### src/design/store_pkg.sv
package store_pkg;

  ////////////////////////////////////////
  // widths
  ////////////////////////////////////////

  localparam int num_channels = 3;
  localparam int data_w       = 128;
  localparam int addr_w       = 32;

  // fill count holds 0 to fifo_depth
  localparam int count_w      = 5;

  ////////////////////////////////////////
  // buffering and bursts
  ////////////////////////////////////////

  localparam int fifo_depth   = 16;
  localparam int ptr_w        = 4;

  // words per burst, also the request threshold
  localparam int burst_len    = 8;

  // bursts a region takes before it stops
  localparam int region_bursts = 4;
  localparam int burst_cnt_w   = 3;

  // scheduler states
  localparam int state_w = 2;
  localparam logic [state_w-1:0] st_idle = 2'd0;
  localparam logic [state_w-1:0] st_cmd  = 2'd1;
  localparam logic [state_w-1:0] st_data = 2'd2;

  ////////////////////////////////////////
  // shared types
  ////////////////////////////////////////

  typedef logic [data_w-1:0]       data_t;
  typedef logic [addr_w-1:0]       addr_t;
  typedef logic [num_channels-1:0] chan_mask_t;
  typedef logic [count_w-1:0]      fifo_count_t;

  // one burst of 8 x 128 bits in controller address units
  localparam addr_t burst_addr_step = 32'd128;

  localparam addr_t region_base [num_channels] = '{
    32'h8000_0000,
    32'h9900_0000,
    32'hB200_0000
  };

endpackage

### src/design/region_addr_gen.sv
`timescale 1ns/10ps

module region_addr_gen
  import store_pkg::*;
(
  input  logic       ddr3_user_clk,
  input  logic       fifo_rst_trig_corss_domian,
  input  chan_mask_t burst_done,
  output addr_t      chan_addr [num_channels],
  output chan_mask_t exhausted
);

  // completed bursts per channel
  logic [burst_cnt_w-1:0] burst_cnt [num_channels];

  ////////////////////////////////////////
  // region exhausted flags
  ////////////////////////////////////////

  // rises as soon as the last burst is counted
  always_comb
  begin
    for (int c = 0; c < num_channels; c++)
    begin
      exhausted[c] = (burst_cnt[c] == burst_cnt_w'(region_bursts));
    end
  end

  ////////////////////////////////////////
  // address and burst counters
  ////////////////////////////////////////

  always_ff @(posedge ddr3_user_clk)
  begin
    for (int c = 0; c < num_channels; c++)
    begin
      if (fifo_rst_trig_corss_domian)
      begin
        chan_addr[c] <= region_base[c];
        burst_cnt[c] <= '0;
      end
      else if (burst_done[c] && !exhausted[c])
      begin
        // step one burst inside the region
        chan_addr[c] <= chan_addr[c] + burst_addr_step;
        burst_cnt[c] <= burst_cnt[c] + 1'b1;
      end
    end
  end

  // once mode, the region holds its last address until reset

endmodule

### config.mk
export PLATFORM = sky130hd
export DESIGN_NAME = region_addr_gen
export DESIGN_NICKNAME = d
export VERILOG_FILES = /design/src/design/store_pkg.sv /design/src/design/region_addr_gen.sv
export SDC_FILE = /design/constraint.sdc
export NUM_CORES = 1
export LEC_CHECK = 0
export ABC_AREA = 1
export BUFFER_PORTS_ARGS = -buffer_cell sky130_fd_sc_hd__buf_2
export CORE_MARGIN = 5
export CORE_UTILIZATION = 30
export DETAILED_ROUTE_END_ITERATION = 7
export HOLD_SLACK_MARGIN = 0.03
export SLEW_MARGIN = 20
export SYNTH_ARGS = -nofsm -noshare
export SYNTH_HDL_FRONTEND = slang
export SYNTH_SLANG_ARGS = --single-unit
### constraint.sdc
create_clock -name ddr3_user_clk -period 3.1 [get_ports ddr3_user_clk]
set_input_delay 0 -clock ddr3_user_clk [delete_from_list [all_inputs] [get_ports ddr3_user_clk]]
set_output_delay 0 -clock ddr3_user_clk [all_outputs]
set_load 0.02 [all_outputs]
## Word level (Yosys, flattened, before mapping)

Memory sizes are Yosys's and may differ from the RTL's.
Index checks and enable logic that the tools add are counted.

| word-level totals | value |
|---|---|
| bits of input ports | 5 |
| register bits after elaboration | 96 |
| memories | 1 |
| word-level logic and storage cells | 36 |
| bits in writable memories | 9 |

Memory list:

| name | words | width | read ports | clocked after memory_dff | wr ports | line | text |
|---|---|---|---|---|---|---|---|
| burst_cnt | 3 | 3 | 3 | 0 | 3 | region_addr_gen.sv:14 | `logic [burst_cnt_w-1:0] burst_cnt [num_channels];` |

| operators by class | value |
|---|---|
| reductions and logical operators | 6 |
| add/sub/neg operators | 6 |
| bitwise logic cells | 3 |
| muxes and demuxes | 14 |
| equality and inequality tests | 3 |

Operator list:

| cell | number |
|---|---|
| adder 32 x 8 -> 32 bit, second input constant | 3 |
| two-way mux 1 bit | 11 |
| adder 3 x 1 -> 3 bit, second input constant | 3 |
| == test 3 bit, second input constant | 3 |
| two-way mux 3 bit | 3 |
| logical AND 1 bit | 3 |
| zero test 1 bit | 3 |
| OR 1 bit | 3 |

## Logic depth before layout (Yosys ltp)

| depth | value |
|---|---|
| word-level depth | 7 |
| gate-level depth with buffers | 11 |

## Least setup slack after synthesis

OpenSTA, ideal clock, no wires.

| timing | value |
|---|---|
| path type | reg-to-reg |
| from | register chan_addr[39] (netlist bit) |
| to | register chan_addr[59] (netlist bit) |
| stages on the path, launching flop included | 9 |
| library setup time | 0.130 ns |
| buffers on the path | 0 |
| period minus slack after synthesis | 1.522 ns |
| arrival time | 1.392 ns |
| setup slack | 1.578 ns |
| cell sequence | dfxtp_1 > ha_1 > nand3_1 > nor2_4 > nand2_4 > nor2_4 > nand2_1 > nand2_1 > nand3_1 |

| between the ends | value |
|---|---|
| cells in the longest elaborated chain, start to end | 1 |

RTL lines:

| what | line | text |
|---|---|---|
| start: declaration | region_addr_gen.sv:9 | `output addr_t chan_addr [num_channels],` |
| start signal: indexed assignment | region_addr_gen.sv:39 | `chan_addr[c] <= region_base[c];` |
| start signal: indexed assignment | region_addr_gen.sv:45 | `chan_addr[c] <= chan_addr[c] + burst_addr_step;` |
| adder 32 x 8 -> 32 bit | region_addr_gen.sv:45 |  |

No other way between the ends.
A chain may end at the register's enable or synchronous reset.

==> impl_metrics.env <==
export IMPL_syn_area_um2=4480
export IMPL_pwr_share_comb=0.061
export IMPL_setup_tns_ns=0
export IMPL_vias_per_cell=4.44
export IMPL_power_leakage_nw=2.40
export IMPL_period_share=0.544
export IMPL_ctsHoldBuffers=1
export IMPL_grt_antenna_before_repair=0
export IMPL_wire_per_inst_um=11.1
export IMPL_die_w_um=132
export IMPL_ir_drop_v=0.000229
export IMPL_cts_resized=0
export IMPL_layout_common_cells="158 x nand2_1, 105 x nor2_1, 82 x buf_2"
export IMPL_core_um2=14600
export IMPL_power_density_nw_per_um2=454
export IMPL_layout_commonest_cell="nand2_1"
export IMPL_status="complete, no violations"
export IMPL_hpwl_mm=7.51
export IMPL_switching_power_w=0.000556
export IMPL_die_h_um=132
export IMPL_crit_arrival_ns=1.92
export IMPL_rsz0062_at_grt="false"
export IMPL_die_area_um2=17500
export IMPL_num_rows=44
export IMPL_clk_path_buf_depth=2
export IMPL_diodes=0
export IMPL_area_growth_pct=19.0
export IMPL_via_count=4006
export IMPL_grt_max_degree=40
export IMPL_cts_buffers=9
export IMPL_cp_required_ns=3.34
export IMPL_dr_pass1_iters=5
export IMPL_hold_slack_ns=0.0718
export IMPL_fin_area_um2=5330
export IMPL_drive_above_1_share=0.196
export IMPL_setup_viol=0
export IMPL_ys_seq_area_frac=0.396
export IMPL_ys_warn_count=0
export IMPL_cap_violations=0
export IMPL_ys_types=32
export IMPL_hold_class="in2reg"
export IMPL_critPathCaptureType="flip-flop"
export IMPL_path_max_fanout=6
export IMPL_intPower_w=0.00186
export IMPL_postCtsSetupRepairBufs=0
export IMPL_min_period_ns=1.69
export IMPL_gp_congestion=0.787
export IMPL_slew_headroom=0.539
export IMPL_io_pin_count=104
export IMPL_grt_usage=0.119
export IMPL_finalHoldViolCount=0
export IMPL_cts_root_buffer="clkbuf_16"
export IMPL_cts_tree="done"
export IMPL_skew_ns=0.00647
export IMPL_syn_avg_cell_area_um2=7.13
export IMPL_sw_frac_of_total=0.230
export IMPL_timing_fmax_mhz=593
export IMPL_worstSetupPathType="reg2reg"
export IMPL_dpl_cell_area_um2=5010
export IMPL_initial_core_util=0.307
export IMPL_clockPowerShare=0.468
export IMPL_drv_slew=0
export IMPL_start_kind="flip-flop"
export IMPL_wl_mm=10.1
export IMPL_synth_seq_cells=84
export IMPL_numPortBuffers=82
export IMPL_power_frac_seq=0.471
export IMPL_cts_max_level=3
export IMPL_grt_pass1_vias=3627
export IMPL_drc=0
export IMPL_grt_pass1_wl_mm=17.3
export IMPL_grt_overflow=0
export IMPL_nFillCells=1557
export IMPL_cts_sinks=84
export IMPL_nNetsFinal=728
export IMPL_clkTransAtPathRegs_ns=0.06
export IMPL_syn_inst=628
export IMPL_ant_nets=0
export IMPL_drt_iter0_markers=195
export IMPL_worstSkewPairLatency_ns=0.34
export IMPL_max_slew_worst_pin_slew_ns=0.691
[through the flow]
stage / utilization / cells / power (W) / setup WS (ns)
after detailed placement: 0.343 / 886 / 0.00131 / 1.39
after floorplan: - / 648 / 0.00129 / 1.58
after global routing: 0.365 / 903 / 0.00254 / 1.19
final: 0.365 / 903 / 0.00242 / 1.41
after global placement: 0.343 / 886 / 0.00131 / 1.41
after CTS: 0.365 / 903 / 0.00247 / 1.38
[routing by layer]
layer / wire, um / track usage / up-vias
met5: 0 / 0 / -
met4: 180 / 0.0480 / 0
met2: 4530 / 0.191 / 80
li1: - / - / 2132
met3: 550 / 0.0378 / 11
met1: 4810 / 0.147 / 1783
[cell type report]
cell class	count	area, um2	area share
tap	184	230	0.0432
clock buffer	10	229	0.0430
sequential	84	1770	0.333
clock inverter	6	78.8	0.0148
timing repair buffer	84	428	0.0804
multi-input combinational	471	2350	0.441
inverter	64	240	0.0451
[cell families (layout without fill, tap and decap cells)]
family / after synthesis / count (layout) / synth area share
flops: 84 / 84 / 0.396
buf+inv: 93 / 164 / 0.0964
fa+ha+maj: 9 / 9 / 0.0252
compound gates: 56 / 56 / 0.0660
xor+xnor: 6 / 6 / 0.0117
simple gates: 379 / 379 / 0.404
other cells: 1 / 21 / 0.000838
[flip-flops by register name (all words and copies together), names as in the netlist]
name	count
chan_addr	75
burst_cnt	9
[power groups by stage]
stage	logic [W]	registers, W	clock network [W]
final	0.000147	0.00114	0.00113
after floorplan	0.000125	0.00117	0
after global routing	0.000165	0.00114	0.00123
after detailed placement	0.000148	0.00116	0
after global placement	0.000147	0.00116	0
after CTS	0.000150	0.00114	0.00118
[worst paths after layout]
check             startpoint            end  slack [ns]  cells past startpoint
max          burst_cnt[0][0]  chan_addr[89]        1.41                     10
min            burst_done[2]   chan_addr[8]        0.07                      4
max reg2reg  burst_cnt[0][0]  chan_addr[89]        1.41                     10
min reg2reg    chan_addr[63]  chan_addr[63]        0.47                      2
[worst max-delay path, cell delays in order (launching register included)]
cell	delay, ns
edfxtp_1	0.38
inv_1	0.06
ha_1	0.18
nand2_1	0.14
nand2_2	0.17
nor2_4	0.20
nand3_2	0.14
nor2_1	0.15
nand2_1	0.06
nand2_1	0.05
nor2_1	0.05
[synthesized netlist by cell type]
master | instances | area, um2
nand2_1 | 158 | 593
nor2_1 | 105 | 394
dfxtp_1 | 75 | 1500
inv_1 | 62 | 233
nand3_1 | 52 | 260
a21oi_1 | 31 | 155
buf_4 | 21 | 158
nor2_4 | 19 | 214
o21ai_0 | 18 | 90.1
edfxtp_1 | 9 | 270
ha_1 | 9 | 113
nand3b_1 | 8 | 60.1
nor2_2 | 8 | 50.1
nand2_4 | 7 | 78.8
nor3_1 | 7 | 35.0
nand4_1 | 6 | 37.5
clkbuf_1 | 5 | 18.8
nand3_2 | 4 | 40.0
buf_2 | 3 | 15.0
nand2_2 | 3 | 18.8
o21a_1 | 3 | 22.5
xnor2_1 | 3 | 26.3
xor2_1 | 3 | 26.3
a31oi_1 | 1 | 6.26
and2_1 | 1 | 6.26
clkinv_1 | 1 | 3.75
conb_1 | 1 | 3.75
inv_2 | 1 | 3.75
nor2_8 | 1 | 20.0
o21ai_1 | 1 | 5.00
o21bai_1 | 1 | 7.51
o221ai_1 | 1 | 8.76
(Power assumes the default switching activity.)
