$ cat src/design/store_pkg.sv
package store_pkg;

  ////////////////////////////////////////
  // widths
  ////////////////////////////////////////

  localparam int num_channels = 3;
  localparam int data_w       = 128;
  localparam int addr_w       = 32;

  // fill count holds 0 to fifo_depth
  localparam int count_w      = 5;

  ////////////////////////////////////////
  // buffering and bursts
  ////////////////////////////////////////

  localparam int fifo_depth   = 16;
  localparam int ptr_w        = 4;

  // words per burst, also the request threshold
  localparam int burst_len    = 8;

  // bursts a region takes before it stops
  localparam int region_bursts = 4;
  localparam int burst_cnt_w   = 3;

  // scheduler states
  localparam int state_w = 2;
  localparam logic [state_w-1:0] st_idle = 2'd0;
  localparam logic [state_w-1:0] st_cmd  = 2'd1;
  localparam logic [state_w-1:0] st_data = 2'd2;

  ////////////////////////////////////////
  // shared types
  ////////////////////////////////////////

  typedef logic [data_w-1:0]       data_t;
  typedef logic [addr_w-1:0]       addr_t;
  typedef logic [num_channels-1:0] chan_mask_t;
  typedef logic [count_w-1:0]      fifo_count_t;

  // one burst of 8 x 128 bits in controller address units
  localparam addr_t burst_addr_step = 32'd128;

  localparam addr_t region_base [num_channels] = '{
    32'h8000_0000,
    32'h9900_0000,
    32'hB200_0000
  };

endpackage

$ cat src/design/capture_fifo.sv
`timescale 1ns/10ps

module capture_fifo
  import store_pkg::*;
(
  input  logic        ddr3_user_clk,
  input  logic        fifo_rst_trig_corss_domian,
  input  data_t       in_data,
  input  logic        in_valid,
  output logic        in_ready,
  input  logic        pop,
  output data_t       head,
  output fifo_count_t count
);

  data_t            mem [fifo_depth];
  logic [ptr_w-1:0] wr_ptr;
  logic [ptr_w-1:0] rd_ptr;
  logic             push;

  // not full
  assign in_ready = (count != fifo_count_t'(fifo_depth));
  assign push     = in_valid && in_ready;

  // first word fall through
  assign head = mem[rd_ptr];

  ////////////////////////////////////////
  // pointers and occupancy
  ////////////////////////////////////////

  always_ff @(posedge ddr3_user_clk)
  begin
    if (fifo_rst_trig_corss_domian)
    begin
      wr_ptr <= '0;
      rd_ptr <= '0;
      count  <= '0;
    end
    else
    begin
      // pointers wrap at the depth
      if (push)
        wr_ptr <= wr_ptr + 1'b1;
      if (pop)
        rd_ptr <= rd_ptr + 1'b1;

      case ({push, pop})
        2'b10:   count <= count + 1'b1;
        2'b01:   count <= count - 1'b1;
        default: count <= count;
      endcase
    end
  end

  // sample storage
  always_ff @(posedge ddr3_user_clk)
  begin
    if (push)
      mem[wr_ptr] <= in_data;
  end

endmodule

$ cat config.mk
export PLATFORM = sky130hd
export DESIGN_NAME = capture_fifo
export DESIGN_NICKNAME = d
export VERILOG_FILES = /design/src/design/store_pkg.sv /design/src/design/capture_fifo.sv
export SDC_FILE = /design/constraint.sdc
export NUM_CORES = 1
export LEC_CHECK = 0
export BUFFER_PORTS_ARGS = -buffer_cell sky130_fd_sc_hd__buf_4
export CAP_MARGIN = 10
export CELL_PAD_IN_SITES_DETAIL_PLACEMENT = 0
export CELL_PAD_IN_SITES_GLOBAL_PLACEMENT = 1
export CORE_MARGIN = 2
export CORE_UTILIZATION = 59
export CTS_BUF_LIST = sky130_fd_sc_hd__clkbuf_16
export CTS_CLUSTER_SIZE = 8
export DETAILED_ROUTE_END_ITERATION = 16
export PLACE_DENSITY = 0.84
export SLEW_MARGIN = 10
export SYNTH_ARGS = -nofsm -noshare
export SYNTH_HDL_FRONTEND = slang
export SYNTH_SLANG_ARGS = --single-unit
$ cat constraint.sdc
create_clock -name ddr3_user_clk -period 22.3 [get_ports ddr3_user_clk]
set_input_delay 1.115 -clock ddr3_user_clk [delete_from_list [all_inputs] [get_ports ddr3_user_clk]]
set_output_delay 1.115 -clock ddr3_user_clk [all_outputs]
set_load 0.01 [all_outputs]
# [After elaboration in Yosys (flattened, before gate mapping)]
# Memories as Yosys holds them, arrays and structs flattened. A register that Yosys moved wholly into a read port is not among the register bits.
# Cells that the tools add are included.
# W data, S select, Z words.
[word_totals] ram_bits=2048 reg_bits=13 elab_cells=18 mem_bits_ro=0 latchBits=0 input_bits=132 mem_count=1
[mem_list] name="mem" words=16 word_bits=128 rd=1 rd_ports_with_merged_regs=1 wr=1 line_no="capture_fifo.sv:16" rtl="data_t mem [fifo_depth];"
[op_classes] eq_ne=3 reduce_logical=2 n_addsub=4 n_lt_le_gt_ge=0 n_div=0 muxes=5 multipliers=0 n_shift=0 bitwise_logic=0
[ops] cell="$pmux W5 S2" n=1
[ops] cell="$add A4 B1 Y4 const B" n=2
[ops] cell="$mux W4" n=2
[ops] cell="$add A5 B1 Y5 const B" n=1
[ops] cell="$ne A5 B5 Y1 const B" n=1
[ops] cell="$sub A5 B1 Y5 const B" n=1
[ops] cell="$eq A2 B1 Y1 const B" n=1
[ops] cell="$eq A2 B2 Y1 const B" n=1
[ops] cell="$mux W1" n=2
[ops] cell="$reduce_bool A2 Y1" n=1
[ops] cell="$logic_and A1 B1 Y1" n=1

# [Longest topological paths before layout]
# Gate-level depths: netlist (run 1).
[depth] depth_word=4 ltp_mapped=12

# [Worst setup path after synthesis (run 1)]
# No wires, ideal clock.
[synth_path] kind="input to register" startpoint="in in_valid" endpoint="mem mem[0][0] in the netlist's numbering, enable pin" setup_slack_ns=11.426 arrival_ns=10.103 setup_time_ns=0.772 cell_stages=3 path_buffers=0 cell_sequence="o21a_1 -> nand2_1 -> nor3_1"
[synth_between] elab_chain_cells=3
[synth_lines] element="from (decl)" line_no="capture_fifo.sv:9" rtl="input logic in_valid,"
[synth_lines] element="$logic_and A1 B1 Y1" line_no="capture_fifo.sv:23" rtl="assign push = in_valid && in_ready;"
[synth_lines] element="$mux W1" line_no="capture_fifo.sv:59" rtl="if (push)"
[synth_lines] element="$mux W1 (implied by the code)" line_no="capture_fifo.sv:60" rtl="mem[wr_ptr] <= in_data;"
[synth_lines] element="to (decl)" line_no="capture_fifo.sv:16"
# Every way passes these cells.

==> metrics.txt, run 1 <==
status completed; MaxCap Viol Count 0; initial antenna violation count 26; crit path kind flop to output port; area of the mapped netlist 77,260 um2; max frequency 155.5 MHz; Clock Skews 56.81 ps; register area share after synthesis 80.04%; CP endpoint kind output port; GR Overflow Total 0; CTS tree done; Required @ worst endpoint 21,190 ps; H-tree levels 5; global-route wire length before repair 266,100 um; GRT Total Usage 27.69%; Worst Max-Slew Pin Slew 1272 ps; drt total wl 182,700 um; clk buf depth 4; max incr delay on CP 990 ps; insertion delay to the later sink of the worst-skew pair 920 ps; Yosys reg bits 2,065; syn nets 3,382; # hold bufs at CTS 0; Synth Warn # 0; Starting DRT DRC Count 4,566; Final Hold Slack 504.2 ps; Synth Area in Adders 0.1457%; Post-CTS Resized 0; Post-synth ARST share 0%; post-synthesis xor/xnor area fraction 0.1134%; post-synthesis compound-gate area fraction 2.413%; Final setup viols 0; CORE AREA 129,800 um2; Post-Synth Simple-Gate Area 1.033%; setup_tns 0 ps; synth unique cells 39; largest net degree at the start of global routing 129; DR DRC count 0; CTS Sinks 2,065; DRT met1 WL 66,020 um; crit-path cells buf_4, buf_4, buf_4, mux4_2, a22oi_1, nand2_1, buf_4; number of synthesized flops with an enable pin 2,048; per-cell routed wire length 33.32 um; static leakage 28.25 nW; VDD IR-drop max 0.08127 mV; max-slew violation count 0; Post-CTS Setup Inserts 0; startpoint types flop; Rows 132; vias in the first global route 39,090; total CTS buffers 308; unrepaired setup endpoints after global routing false; Worst-path clk slew 50 ps; fin util 68.73%; multiplexer share of the synthesized area 14.96%; arrival time worst endpoint 5320 ps; relative slew slack 14.99%; Routed Antenna Nets 0; Final HPWL DP 82,790 um; gpl congestion 0.7142; CP Max Fanout 78; layout cell share with drive strength beyond 1 31.97%; critical path's most frequent cell buf_4; period utilization 28.84%; endpoints failing hold 0; Initial Util 59.52%; Avg Cell Area, Syn 23.84 um2; Storage cell area 61,850 um2; Post-Syn Instances 3,241; fin crit period 6431 ps; Placement Setup Slack 16,850 ps; metal2 WL 92,670 um; Pre-antenna DRT Iters 5; Top FF cell, synth edfxtp_1; routed wl met3 17,880 um; Via density 6.686; Final nets 3,842; I/O Buffers 265; number of fillers in the final layout 7,538; Ports 266; CTS Root Cell clkbuf_16; top routing layer used met5; PwrDens 100.2 nW/um2; P&R area growth vs syn 15.48%; largest family of logic cells by synthesized area multiplexers; die area 133,900 um2; min-delay worst type input pin to flop; chip width 365.9 um; final worst slack 15,870 ps; total chip power 8.942 mW; area used by multi-input combinational logic 14,570 um2; die height 365.9 um; DR vias 36,670; Slowest cell on crit path buf_4
-- final timing paths --
path / from / end / depth (start not counted) / slack (ps)
worst min-delay path: in_data[3] / mem[13][3] / 1 / 500
worst min register to register: count[4] / count[4] / 2 / 520
worst max-delay path: flop / head[89] / 7 / 15870
worst max register to register: count[2] / mem[14][29] / 7 / 18060
-- sequential cells by signal (all words and copies together), names as in the netlist, named ones only --
signal  cells
rd_ptr      4
mem      2048
wr_ptr      4
count       5
-- through the flow --
| stage | area [um2] | cells |
|---|---|---|
| after floorplan | 77260 | 3241 |
| after global placement | 81180 | 5133 |
| after detailed placement | 81180 | 5133 |
| after CTS | 89200 | 5474 |
| after global routing | 89220 | 5484 |
| final | 89230 | 5485 |
-- routing by layer --
layer	track usage, %	vias up
met3	7.022	410
met1	35.92	19340
met4	11.05	30
met2	45.49	2153
li1	-	14740
met5	0	-
-- Yosys cell counts, types with 5 or more instances --
library cell | count | area [um2]
a22oi_1 | 138 | 1036
buf_1 | 11 | 41.29
buf_2 | 53 | 265.3
buf_4 | 31 | 232.7
buf_6 | 18 | 202.7
clkbuf_1 | 66 | 247.7
dfxtp_1 | 17 | 340.3
edfxtp_1 | 2048 | 61500
ha_1 | 9 | 112.6
mux4_2 | 512 | 11530
nand2_1 | 78 | 292.8
nand2b_1 | 6 | 37.54
nor2_1 | 85 | 319.1
nor3_1 | 5 | 25.02
o22ai_1 | 118 | 738.2
xor2_1 | 8 | 70.07
-- layout make-up --
type,instances,share of cell area [%]
well taps,1742,2.443
clock inverters,27,0.1767
repair buffers,329,2.880
multi-input cells,994,16.33
flip-flops and latches,2065,69.32
clock buffers,314,8.806
inverters,3,0.01262
diodes,11,0.03085
-- critical path: cells and delay by family (launching register included) --
kind	cells	cell delay, ps
buf+inv	4	2710
flops	1	810
simple gates	1	140
compound gates	1	260
mux	1	430
-- cell families (layout without fill, tap and decap cells) --
group,Yosys count,after routing
simple gates,191,191
other cells,0,11
mux,515,515
compound gates,269,269
flops,2065,2065
fa+ha+maj,9,9
buf+inv,182,673
xor+xnor,10,10
-- layout by cell type, fill, tap and decap left out, types with 4 or more instances in the layout --
cell type / synthesis / routed
nor2_1: 85 / 72
nand2_1: 78 / 77
o22ai_1: 118 / 118
xor2_1: 8 / 8
mux4_2: 512 / 512
nor3_2: 0 / 4
diode_2: 0 / 11
nand2b_2: 0 / 4
nor2_4: 0 / 13
clkbuf_16: 0 / 314
edfxtp_1: 2048 / 2048
ha_1: 9 / 9
buf_4: 31 / 321
inv_1: 3 / 24
dfxtp_1: 17 / 14
a22oi_1: 138 / 138
buf_12: 0 / 8
-- where the power goes --
group | internal [mW] | leakage, nW | total (mW) | switching (mW)
registers | 4.35 | 18.6 | 4.38 | 0.0301
clock network | 2.45 | 4.01 | 3.94 | 1.49
logic | 0.276 | 5.60 | 0.615 | 0.340
total | 7.08 | 28.2 | 8.94 | 1.86
Power figures use the tool's default switching activity.
==> run 2: changes to the inputs <==
--- a/config.mk
+++ b/config.mk
@@ -10,11 +10,11 @@
 export CELL_PAD_IN_SITES_DETAIL_PLACEMENT = 0
 export CELL_PAD_IN_SITES_GLOBAL_PLACEMENT = 1
 export CORE_MARGIN = 2
-export CORE_UTILIZATION = 59
+export CORE_UTILIZATION = 55
 export CTS_BUF_LIST = sky130_fd_sc_hd__clkbuf_16
 export CTS_CLUSTER_SIZE = 8
 export DETAILED_ROUTE_END_ITERATION = 16
-export PLACE_DENSITY = 0.84
+export PLACE_DENSITY = 0.79
 export SLEW_MARGIN = 10
 export SYNTH_ARGS = -nofsm -noshare
 export SYNTH_HDL_FRONTEND = slang
==> constraint.sdc (replaced) <==
create_clock -name ddr3_user_clk -period 6.26 [get_ports ddr3_user_clk]
set_input_delay 0.313 -clock ddr3_user_clk [delete_from_list [all_inputs] [get_ports ddr3_user_clk]]
set_output_delay 0.313 -clock ddr3_user_clk [all_outputs]
set_load 0.01 [all_outputs]
==> run 2 against run 1 <==
Against the previous run:
- hold slack lost 250 ps
- via count is essentially flat
- combinational power grew to 3.7 times the previous value
- count of clock-buffer cells in the layout grew 1
- sequential share of layout area shrank 1.3 points
- sequential power grew to 3.6 times the previous value
- cell count grew 4.8%
- non-clock buffer count grew 132
- flip-flop and latch count is the same
- critical endpoint is now head[53]
- largest power group unchanged
- highest routed layer unchanged
==> metrics.txt, run 2 (same netlist as run 1, synthesis figures left out) <==
status completed; I/O Buffers 265 (unchanged); DP Cell Count 5,268 (+2.6%); Via density 6.386 (-4.5%); static leakage 28.84 nW (+2.1%); Comb power frac 7.1% (+0.2 points); RR Startpoint count[2]; gpl congestion 0.7206 (+0.90%); Pre-antenna DRT Iters 5 (unchanged); relative slew slack 29.09% (+14 points); initial antenna violation count 15 (-42%); max frequency 221.6 MHz; Ports 266 (unchanged); VDD IR-drop max 0.2785 mV (+240%); die area 143,500 um2 (+7.2%); die height 378.8 um (+3.5%); GRT Total Usage 24.66% (-3.0 points); setup_tns 0 ps (unchanged); clock group share of total power 44.0% (about the same); CP Max Fanout 64 (-18%); Most flops, register mem; total CTS buffers 308 (unchanged); Final HPWL DP 81,980 um (-0.97%); Routed Antenna Nets 0 (unchanged); Worst Hold Path Cells 2 (+1); max-slew violation count 0 (unchanged); GR Overflow Total 0 (unchanged); Pint 25.31 mW (+260%); CTS Root Cell clkbuf_16; commonest non-fill, non-tap cell in the layout edfxtp_1; Final Hold Slack 250.0 ps (-254.2 ps); fin crit period 4513 ps; max incr delay on CP 810 ps (-180 ps); Register-to-Register Path Depth 5 (-2); Worst Path Buf+Inv 3 (-1); arrival time worst endpoint 4200 ps (-1120 ps); per-cell routed wire length 30.23 um (-9.3%); min-delay worst type input pin to flop; global-route wire length before repair 254,700 um (-4.3%); Sw Share 20.61% (-0.18 points); largest net degree at the start of global routing 141 (+9.3%); CORE AREA 139,500 um2 (+7.5%); crit-path cells buf_4, buf_4, mux4_2, a22oi_1, nand2_1, buf_4; DR DRC count 0 (unchanged); chip width 378.8 um (+3.5%); total chip power 31.88 mW (+260%); Required @ worst endpoint 5950 ps (-15,240 ps); min-delay src in_data[103]; Hold Path Sink mem[13][103]; critical path's most frequent cell buf_4; Starting DRT DRC Count 4,162 (-8.8%); layout cell share with drive strength beyond 1 30.95% (-1.0 points); Clock Skews 57.76 ps (+0.9497 ps); Worst Max-Slew Pin Slew 1064 ps (-208.5 ps); insertion delay to the later sink of the worst-skew pair 900 ps (-20 ps); drt total wl 173,800 um (-4.9%); max FFs per register 2,048 (unchanged); Finished Layout Cells 5,748 (+4.8%); H-tree levels 5 (unchanged); PwrDens 350.6 nW/um2 (+250%); unrepaired setup endpoints after global routing false; vias in the first global route 38,480 (-1.6%); worst r2r dst mem[12][81]; startpoint types flop; endpoints failing hold 0 (unchanged); biggest regs mem (2048), count (5); Rows 137 (+3.8%); Final nets 3,974 (+3.4%); delay-heaviest family, CP buffers and inverters; MaxCap Viol Count 0 (unchanged); P&R area growth vs syn 17.68%; CP endpoint kind output port; most frequent cells in the layout 2,048 x edfxtp_1, 512 x mux4_2, 315 x clkbuf_16, 306 x buf_4, 138 x a22oi_1; period utilization 72.09%; Flop pwr share 48.9% (about the same); crit path kind flop to output port; Slowest cell on crit path buf_4; switching pwr 6.570 mW (+250%); Worst-path clk slew 50 ps (about the same); Initial Util 55.37% (-4.1 points); DR vias 36,700 (+0.090%); CTS tree done; number of fillers in the final layout 8,850 (+17%); clk buf depth 4 (unchanged); R2R setup slack 2920 ps (-15,140 ps); Post-CTS Resized 0 (unchanged); CTS Sinks 2,065 (unchanged); Final setup viols 0 (unchanged)
[run 2: cell types whose count changed in the layout (fill, tap and decap cells not counted), moves of 2 or more]
cell           before  now
buf_12              8   24
buf_4             321  306
clkinv_8            2    0
diode_2            11    5
dlygate4sd3_1       0  131
inv_6               1    5
nor3_2              4    0
nor3_4              0    4
[run 2: final cells by class]
cell class	instances	area (um2)	area share, %
clock buffer	315	7883	8.669
inverter	3	11.26	0.01238
clock inverter	29	137.6	0.1514
tap	1876	2347	2.581
antenna	5	12.51	0.01376
sequential	2065	61850	68.02
timing repair buffer	461	4089	4.497
multi-input combinational	994	14600	16.05
[run 2: per-layer routing]
layer  track usage (%)  vias up  wire [um]
li1                  -    15010          -
met1             34.03    19520      66920
met2             39.97     1796      86630
met3             5.287      359      15670
met4             7.772       20       4419
met5                 0        -        115
[run 2: power by group through the flow]
stage                     sequential [mW]  clock [mW]  combinational, mW
after detailed placement             15.8           0               2.22
after floorplan                      15.8           0               1.34
after global placement               15.8           0               2.19
after CTS                            15.6        14.3               2.31
final                                15.6        14.0               2.26
after global routing                 15.6        14.8               2.44
[run 2: stage by stage]
step	cell area (um2)	setup slack (ps)	util, %
3_5_place_dp	81580	2738	58.47
3_3_place_gp	81580	2785	58.47
5_1_grt	90920	1533	65.16
2_1_floorplan	77280	-863.8	-
6_report	90930	1747	65.17
4_1_cts	90910	1679	65.16
[run 2: worst max path at each step]
stage,from,end,cells after the start,slack (ps)
floorplan,count[2],mem[12][0],5,-860
global placement,flop,head[40],6,2780
detailed placement,flop,head[46],6,2740
CTS,flop,head[53],6,1680
global route,flop,head[53],6,1530
finish,flop,head[53],6,1750
[run 2: timing repair]
item                                    CTS  global route
endpoints found under the hold margin  2065             0
buffers inserted                          0             0
hold buffers                            131             0
