$ cat config.mk
export PLATFORM = sky130hd
export DESIGN_NAME = burst_scheduler
export DESIGN_NICKNAME = d
export VERILOG_FILES = /design/src/design/store_pkg.sv /design/src/design/burst_scheduler.sv
export SDC_FILE = /design/constraint.sdc
export NUM_CORES = 1
export LEC_CHECK = 0
export BUFFER_PORTS_ARGS = -buffer_cell sky130_fd_sc_hd__buf_2
export CORE_AREA = 3 3 261 263
export CTS_CLUSTER_DIAMETER = 200
export CTS_CLUSTER_SIZE = 20
export DETAILED_ROUTE_END_ITERATION = 12
export DIE_AREA = 0 0 264 266
export SLEW_MARGIN = 20
export SYNTH_ARGS = -nofsm -noshare
export SYNTH_HDL_FRONTEND = slang
export SYNTH_SLANG_ARGS = --single-unit
$ cat constraint.sdc
create_clock -name ddr3_user_clk -period 2.3 [get_ports ddr3_user_clk]
set_input_delay 0.115 -clock ddr3_user_clk [delete_from_list [all_inputs] [get_ports ddr3_user_clk]]
set_output_delay 0.115 -clock ddr3_user_clk [all_outputs]
set_load 0.05 [all_outputs]
$ cat src/design/store_pkg.sv
package store_pkg;

  ////////////////////////////////////////
  // widths
  ////////////////////////////////////////

  localparam int num_channels = 3;
  localparam int data_w       = 128;
  localparam int addr_w       = 32;

  // fill count holds 0 to fifo_depth
  localparam int count_w      = 5;

  ////////////////////////////////////////
  // buffering and bursts
  ////////////////////////////////////////

  localparam int fifo_depth   = 16;
  localparam int ptr_w        = 4;

  // words per burst, also the request threshold
  localparam int burst_len    = 8;

  // bursts a region takes before it stops
  localparam int region_bursts = 4;
  localparam int burst_cnt_w   = 3;

  // scheduler states
  localparam int state_w = 2;
  localparam logic [state_w-1:0] st_idle = 2'd0;
  localparam logic [state_w-1:0] st_cmd  = 2'd1;
  localparam logic [state_w-1:0] st_data = 2'd2;

  ////////////////////////////////////////
  // shared types
  ////////////////////////////////////////

  typedef logic [data_w-1:0]       data_t;
  typedef logic [addr_w-1:0]       addr_t;
  typedef logic [num_channels-1:0] chan_mask_t;
  typedef logic [count_w-1:0]      fifo_count_t;

  // one burst of 8 x 128 bits in controller address units
  localparam addr_t burst_addr_step = 32'd128;

  localparam addr_t region_base [num_channels] = '{
    32'h8000_0000,
    32'h9900_0000,
    32'hB200_0000
  };

endpackage

$ cat src/design/burst_scheduler.sv
`timescale 1ns/10ps

module burst_scheduler
  import store_pkg::*;
(
  input  logic        ddr3_user_clk,
  input  logic        fifo_rst_trig_corss_domian,
  input  fifo_count_t fifo_count [num_channels],
  input  data_t       fifo_head [num_channels],
  input  chan_mask_t  exhausted,
  input  addr_t       chan_addr [num_channels],
  output chan_mask_t  pop,
  output chan_mask_t  burst_done,
  output logic        wr_valid,
  input  logic        wr_ready,
  output addr_t       wr_addr,
  output data_t       wr_data,
  input  logic        wr_data_req,
  input  logic        wr_data_end
);

  logic [state_w-1:0] state;
  chan_mask_t         grant;
  chan_mask_t         eligible;
  chan_mask_t         pick;
  logic               in_data;

  ////////////////////////////////////////
  // eligibility and priority
  ////////////////////////////////////////

  // full burst buffered and region still open
  always_comb
  begin
    for (int c = 0; c < num_channels; c++)
    begin
      eligible[c] = (fifo_count[c] >= fifo_count_t'(burst_len)) && !exhausted[c];
    end
  end

  // lowest set bit wins, channel 0 first
  assign pick = eligible & (~eligible + chan_mask_t'(1));

  ////////////////////////////////////////
  // grant FSM
  ////////////////////////////////////////

  always_ff @(posedge ddr3_user_clk)
  begin
    if (fifo_rst_trig_corss_domian)
    begin
      state <= st_idle;
      grant <= '0;
    end
    else
    begin
      case (state)
        st_idle:
        begin
          if (|eligible)
          begin
            grant <= pick;
            state <= st_cmd;
          end
        end
        st_cmd:
        begin
          // command held until the controller takes it
          if (wr_ready)
            state <= st_data;
        end
        st_data:
        begin
          if (wr_data_end)
          begin
            grant <= '0;
            state <= st_idle;
          end
        end
        default:
        begin
          grant <= '0;
          state <= st_idle;
        end
      endcase
    end
  end

  assign wr_valid = (state == st_cmd);
  assign in_data  = (state == st_data);

  ////////////////////////////////////////
  // data phase routing
  ////////////////////////////////////////

  // each request consumes the head word of the granted buffer
  assign pop        = in_data ? (grant & {num_channels{wr_data_req}}) : '0;
  assign burst_done = (in_data && wr_data_end) ? grant : '0;

  // address and data of the granted channel
  always_comb
  begin
    wr_addr = '0;
    wr_data = '0;
    for (int c = 0; c < num_channels; c++)
    begin
      if (grant[c])
      begin
        wr_addr = chan_addr[c];
        wr_data = fifo_head[c];
      end
    end
  end

endmodule

### Word-level counts from Yosys, hierarchy flattened

Cells that the tools add are included.

| storage, ports and cells | value |
|---|---|
| bits in writable memories | 0 |
| bits in read-only memories | 0 |
| memories | 0 |
| register bits | 5 |
| latch bits | 0 |

| operators by class | value |
|---|---|
| muxes and demuxes | 15 |
| shift operators | 0 |
| $lt $le $gt $ge | 3 |
| divide/modulo/power cells | 0 |
| $mul | 0 |
| add/subtract/negate cells | 1 |
| equal/unequal tests | 5 |
| reduce and logical (&&, ||, !) cells | 11 |
| bitwise gates (word level) | 4 |

Operator list:

| kind | number |
|---|---|
| $mux 128 | 3 |
| $mux 32 | 3 |
| $ge 5x4->1 const B | 3 |
| $mux 3 | 4 |
| $pmux 3 s3 | 1 |
| $and 3x3->3 | 2 |
| $mux 2 | 3 |
| $pmux 2 s3 | 1 |
| $reduce_and 3->1 | 2 |
| $logic_and 1x1->1 | 4 |
| $ne 2x2->1 const B | 2 |
| $add 3x1->3 const B | 1 |
| $logic_not 1->1 | 3 |
| $not 3->3 | 1 |
| $reduce_or 3->1 | 1 |
| $eq 2x1->1 const B | 1 |
| $eq 2x2->1 const B | 1 |
| $logic_not 2->1 | 1 |
| $ne 2x1->1 const B | 1 |
| $not 1->1 | 1 |

### Longest topological paths before layout

Gate-level depths: netlist of run 1.

| depth | value |
|---|---|
| depth after elaboration | 7 |
| gate-level depth with buffers | 6 |
| depth with buffers taken out | 4 |

### Least setup slack after synthesis of run 1

Ideal clock, no wire load.

| path | value |
|---|---|
| kind | register to output |
| start | reg grant[1] |
| end | out wr_data[0] |
| path buffers | 2 |
| slack | 0.220 ns |
| data required time | 2.185 ns |
| arrival time | 1.965 ns |
| stages on the path, launching flop included | 5 |
| cell sequence | dfxtp_1 -> buf_2 -> clkbuf_1 -> a22oi_1 -> o21ai_0 |

| between the ends | value |
|---|---|
| word-level cells in the longest chain between the ends | 2 |

Ends and longest elaborated chain:

| what | RTL line | source |
|---|---|---|
| from (decl) | burst_scheduler.sv:23 | `chan_mask_t grant;` |
| from (signal assigned) | burst_scheduler.sv:62 | `grant <= pick;` |
| $mux 128 (2 in series) | burst_scheduler.sv:107 | `if (grant[c])` |
| to (decl) | burst_scheduler.sv:17 | `output data_t wr_data,` |

No other way between the ends.

### Worst setup path after layout of run 1

| path | value |
|---|---|
| start | reg grant[0] |
| end | out wr_data[96] |

| between the ends | value |
|---|---|
| word-level cells in the longest chain between the ends | 3 |

Ends and longest elaborated chain:

| what | RTL line |
|---|---|
| $mux 128 (3 in series) | burst_scheduler.sv:107 |

No other way between the ends.

==> results.sh, run 1 <==
export IMPL_status="completed"
export IMPL_fin_nets=1708
export IMPL_dieArea_sq_um=70200
export IMPL_routabilityCongestion=0.818
export IMPL_yosysSeqAreaShare_pct=3.01
export IMPL_cts_tree="done"
export IMPL_start_util_pct=5.05
export IMPL_drt_iter0_drc=478
export IMPL_dp_cells=2064
export IMPL_cts_made_buffers=3
export IMPL_setup_violations=0
export IMPL_path_max_fanout=58
export IMPL_synth_area_leaders="a22oi_1, nand2_1, o21ai_1, o21ai_0, buf_2"
export IMPL_slew_viol_final=0
export IMPL_synth_cells=588
export IMPL_syn_area_per_cell_sq_um=5.65
export IMPL_critPathKind="flop to output port"
export IMPL_row_count=94
export IMPL_final_area_sq_um=7670
export IMPL_port_buffers=660
export IMPL_postCtsResizedCells=0
export IMPL_firstDrtPassIters=6
export IMPL_tns_ns=0
export IMPL_r2r_setup_slack_ns=1.10
export IMPL_rsz0062_at_grt="no"
export IMPL_grt_max_degree=94
export IMPL_worstSetupStartpointType="flop"
export IMPL_slew_headroom_pct=61.9
export IMPL_final_common_cell="buf_2"
export IMPL_min_path_type="input pin to flop"
export IMPL_hold_ws_ns=0.0967
export IMPL_cts_root_buffer="clkbuf_16"
export IMPL_min_period_ns=2.19
export IMPL_hold_viol_final=0
export IMPL_ant_nets=0
export IMPL_synth_largest_area_cell="a22oi_1"
export IMPL_grt_overflow_total=0
export IMPL_place_area_sq_um=7590
export IMPL_cts_sinks=5
export IMPL_antenna_found_initial=6
export IMPL_drive_gt1_share_pct=57.6
export IMPL_fp_dieW_microns=264
export IMPL_tightest_slew_ns=0.571
export IMPL_skew_ns=0.000618
export IMPL_fmax_mhz=457
export IMPL_layout_common_cells="buf_2, nand2_1, a22oi_1"
export IMPL_finalNonFillerCells=2070
export IMPL_core_sq_um=65900
export IMPL_grt_pass1_vias=6253
export IMPL_p_leak_uw=0.00372
export IMPL_ir_drop_v=0.000314
export IMPL_ctsHoldBuffers=0
export IMPL_cts_buffer_depth=2
export IMPL_io_pins=670
export IMPL_synth_net_count=1091
export IMPL_cts_setup_buffers=0
export IMPL_insertion_delay_ns=0.23
export IMPL_ctsHtreeMaxLevel=1
export IMPL_area_growth_pct=131
export IMPL_viasPerCell=3.40
export IMPL_grt_use_total_pct=6.39
export IMPL_wl_per_cell_microns=12.7
export IMPL_drc=0
export IMPL_vias=7045
export IMPL_required_ns=2.18
export IMPL_end_kind="output port"
export IMPL_finalCritPeriodShare_pct=95.2
export IMPL_netlist_area_sq_um=3320
export IMPL_yosysTopAreaCellShare_pct=36.1
export IMPL_routed_wl_microns=26200
export IMPL_synth_cell_type_count=25
export IMPL_arrival_ns=2.08
export IMPL_yosys_warnings=0
export IMPL_ys_ff_latch=5
export IMPL_clk_pin_slew_worst_paths_ns=0.03
export IMPL_dieHeight_microns=266
export IMPL_maxCapViolations=0
export IMPL_dpl_hpwl_microns=22700
export IMPL_powerDensity_nw_per_um2=390
export IMPL_grt_pass1_wl_microns=35700
-- cell families (layout without fill, tap and decap cells) --
kind of cell	after synthesis	after routing	share of synthesized area (%)
AOI/OAI and AO/OA	332	332	62.8
and+or+nand+nor	179	179	21.6
buffers and inverters	72	688	12.6
DFF	5	5	3.01
other	0	2	0
-- critical path: stages, from the launching register on --
cell     delay, ns
dfxtp_1       0.38
nor2b_4       0.25
buf_12        0.25
buf_4         0.27
a22oi_1       0.10
o21ai_1       0.19
buf_2         0.29
-- synthesized netlist by cell type --
library cell and count:
o22ai_1 1, o21ai_1 100, buf_2 35, a22oi_1 160
a31oi_1 1, nand3b_1 1, nor2_1 1, o21bai_2 1
nand2b_1 3, and3_1 6, and2b_1 1, clkbuf_1 22
o2bb2ai_1 2, buf_6 11, nand2_1 162, buf_8 1
or2_2 1, or3b_1 1, o21ba_2 1, dfxtp_1 5
nor2b_1 3, buf_4 3, o21bai_1 2, a21oi_1 3
o21ai_0 61
-- final cells by class --
type	instances	area (sq um)
antenna	2	5.00
fill	7655	58200
timing repair buffer	684	3590
multi-input combinational	511	2810
clock buffer	4	78.8
tap	864	1080
sequential	5	108
-- flip-flops by register name (all words and copies together) (netlist names) --
| register | count |
|---|---|
| state | 2 |
| grant | 3 |
-- where the power goes --
group,switching [uW],internal [uW],total [uW]
clock network,55.4,230,285
registers,12.4,93.8,106
logic,1840,765,2600
-- per-stage QoR --
step                      utilization [%]  power [uW]  worst slack (ns)
final                                11.6        2990             0.110
after global routing                 11.6        3150            0.0574
after CTS                            11.6        3000             0.160
after detailed placement             11.5        2700             0.408
after global placement               11.5        2700             0.406
after floorplan                         -        1810             0.220
-- metal layers --
| metal | up-vias | part of all wire (%) | track usage [%] | wire length, microns |
|---|---|---|---|---|
| met5 | - | 0.16 | 0 | 41 |
| met3 | 28 | 12 | 1.89 | 3230 |
| met1 | 3100 | 36 | 7.40 | 9500 |
| met4 | 6 | 2.4 | 1.69 | 636 |
| li1 | 3432 | - | - | - |
| met2 | 479 | 49 | 11.5 | 12800 |
-- path summary, 6_finish.rpt --
path,depth (start not counted),startpoint,endpoint
worst max-delay path,6,grant[0]$_SDFFE_PP0P_,wr_data[96]
worst min-delay path,2,fifo_rst_trig_corss_domian,grant[0]$_SDFFE_PP0P_
worst max register to register,4,state[0]$_SDFFE_PP0P_,grant[2]$_SDFFE_PP0P_
worst min register to register,2,grant[0]$_SDFFE_PP0P_,grant[0]$_SDFFE_PP0P_
Note: power is estimated with default switching activity, not from simulation.
==> run 2: changes to the inputs <==
==> constraint.sdc (replaced) <==
create_clock -name ddr3_user_clk -period 2.75 [get_ports ddr3_user_clk]
set_input_delay 0.1375 -clock ddr3_user_clk [delete_from_list [all_inputs] [get_ports ddr3_user_clk]]
set_output_delay 0.1375 -clock ddr3_user_clk [all_outputs]
set_load 0.05 [all_outputs]
==> results.sh, run 2 (synthesized netlist as in run 1, its figures left out) <==
export IMPL_clk_pin_slew_worst_paths_ns=0.03
export IMPL_layout_common_cells="buf_2, nand2_1, a22oi_1"
export IMPL_largest_reg_flops=3
export IMPL_combPwrFrac_pct=86.6
export IMPL_ant_nets=0
export IMPL_grt_overflow_total=0
export IMPL_slew_headroom_pct=58.9
export IMPL_path_cells="nor2b_4 -> buf_12 -> buf_4 -> a22oi_1 -> o21ai_0 -> buf_2"
export IMPL_drive_gt1_share_pct=57.5
export IMPL_wl_per_cell_microns=12.6
export IMPL_cp_endpoint="wr_data[36]"
export IMPL_grt_use_total_pct=6.39
export IMPL_dieHeight_microns=266
export IMPL_tns_ns=0
export IMPL_largestRegisters="grant (3), state (2)"
export IMPL_internal_power_uw=901
export IMPL_postLayoutCoreUtil_pct=11.6
export IMPL_path_max_fanout=75
export IMPL_fmax_mhz=447
export IMPL_worst_r2r_cell_count=3
export IMPL_io_pins=670
export IMPL_min_path_type="input pin to flop"
export IMPL_ir_drop_v=0.000186
export IMPL_firstDrtPassIters=5
export IMPL_cts_buffer_depth=2
export IMPL_r2r_setup_slack_ns=1.43
export IMPL_grt_max_degree=98
export IMPL_finalCritPeriodShare_pct=81.3
export IMPL_grt_pass1_vias=6329
export IMPL_arrival_ns=2.10
export IMPL_cts_setup_buffers=0
export IMPL_tightest_slew_ns=0.616
export IMPL_dp_cells=2063
export IMPL_power_share_sequential_pct=3.8
export IMPL_top_register="grant"
export IMPL_drc=0
export IMPL_ctsHtreeMaxLevel=1
export IMPL_viasPerCell=3.44
export IMPL_port_buffers=660
export IMPL_final_common_cell="buf_2"
export IMPL_area_growth_pct=130
export IMPL_crit_slowest_cell="dfxtp_1"
export IMPL_insertion_delay_ns=0.23
export IMPL_hold_viol_final=0
export IMPL_fp_dieW_microns=264
export IMPL_drt_iter0_drc=420
export IMPL_start_util_pct=5.05
export IMPL_routed_wl_microns=26200
export IMPL_pwr_share_clk_pct=9.6
export IMPL_swShare_pct=63.9
export IMPL_critPathBufInv=3
export IMPL_worstSetupStartpointType="flop"
export IMPL_startpoint="grant[0]$_SDFFE_PP0P_"
export IMPL_critPathKind="flop to output port"
export IMPL_fin_nets=1707
export IMPL_r2r_end="grant[2]$_SDFFE_PP0P_"
export IMPL_ctsHoldBuffers=0
export IMPL_timing_rr_start="grant[2]$_SDFFE_PP0P_"
export IMPL_end_kind="output port"
export IMPL_finalNonFillerCells=2069
export IMPL_rsz0062_at_grt="no"
export IMPL_status="completed"
export IMPL_p_switching_uw=1590
export IMPL_p_leak_uw=0.00371
export IMPL_routabilityCongestion=0.816
export IMPL_critical_path_cell_count=6
export IMPL_cp_top_family="buffers and inverters"
export IMPL_slew_viol_final=0
export IMPL_fillers=7696
export IMPL_finalPower_uw=2490
export IMPL_required_ns=2.61
export IMPL_dieArea_sq_um=70200
export IMPL_cts_root_buffer="clkbuf_16"
export IMPL_core_sq_um=65900
export IMPL_cts_tree="done"
export IMPL_cts_sinks=5
export IMPL_cpPeakStageDelay_ns=0.38
export IMPL_cts_made_buffers=3
export IMPL_dpl_hpwl_microns=22600
export IMPL_grt_pass1_wl_microns=35700
export IMPL_maxCapViolations=0
export IMPL_skew_ns=0.00210
export IMPL_powerDensity_nw_per_um2=326
export IMPL_setup_violations=0
export IMPL_row_count=94
export IMPL_antenna_found_initial=8
export IMPL_postCtsResizedCells=0
export IMPL_min_period_ns=2.24
export IMPL_vias=7122
==> run 2: worst reg2reg max path, delay by kind of cell (launching register included) <==
family          cells  cell delay (ns)
flops               1             0.54
compound gates      1             0.13
buf+inv             2             0.56
==> run 2: stage by stage <==
step	hold slack, ns	instance area, sq um	worst slack [ns]
floorplan	0.207	3320	0.648
global placement	0.348	7550	0.831
detailed placement	0.351	7550	0.817
CTS	0.115	7630	0.566
global route	0.140	7640	0.417
finish	0.125	7640	0.515
==> run 2: power groups by stage <==
stage,clock network [uW],logic (uW),registers [uW]
after floorplan,0,1430,83.8
after global placement,0,2150,94.9
after detailed placement,0,2150,94.7
after CTS,245,2160,94.1
after global routing,256,2280,95.6
final,239,2160,93.6
==> run 2: routing by layer <==
layer	vias to the layer above	share of wire, %	global-route usage [%]
met5	-	0.12	0
met4	4	3.5	2.12
met3	47	11	1.68
met2	484	47	11.2
met1	3158	38	7.61
li1	3429	-	-
==> run 2: how the worst min path moves through the flow <==
stage | startpoint | endpoint | slack (ns) | depth (start not counted)
after global routing | fifo_rst_trig_corss_domian | grant[0]$_SDFFE_PP0P_ | 0.14 | 2
final | fifo_rst_trig_corss_domian | grant[0]$_SDFFE_PP0P_ | 0.13 | 2
after CTS | fifo_rst_trig_corss_domian | grant[0]$_SDFFE_PP0P_ | 0.12 | 2
after global placement | fifo_rst_trig_corss_domian | state[1]$_SDFFE_PP0P_ | 0.35 | 2
after floorplan | fifo_rst_trig_corss_domian | grant[0]$_SDFFE_PP0P_ | 0.21 | 1
after detailed placement | fifo_rst_trig_corss_domian | state[1]$_SDFFE_PP0P_ | 0.35 | 2
==> run 2: area by class of cell <==
cell class / count / area (sq um) / area share (%)
multi-input cells: 511 / 2810 / 36.8
diodes: 2 / 5.00 / 0.0655
flip-flops and latches: 5 / 108 / 1.41
well taps: 864 / 1080 / 14.2
repair buffers: 683 / 3550 / 46.5
clock buffers: 4 / 78.8 / 1.03
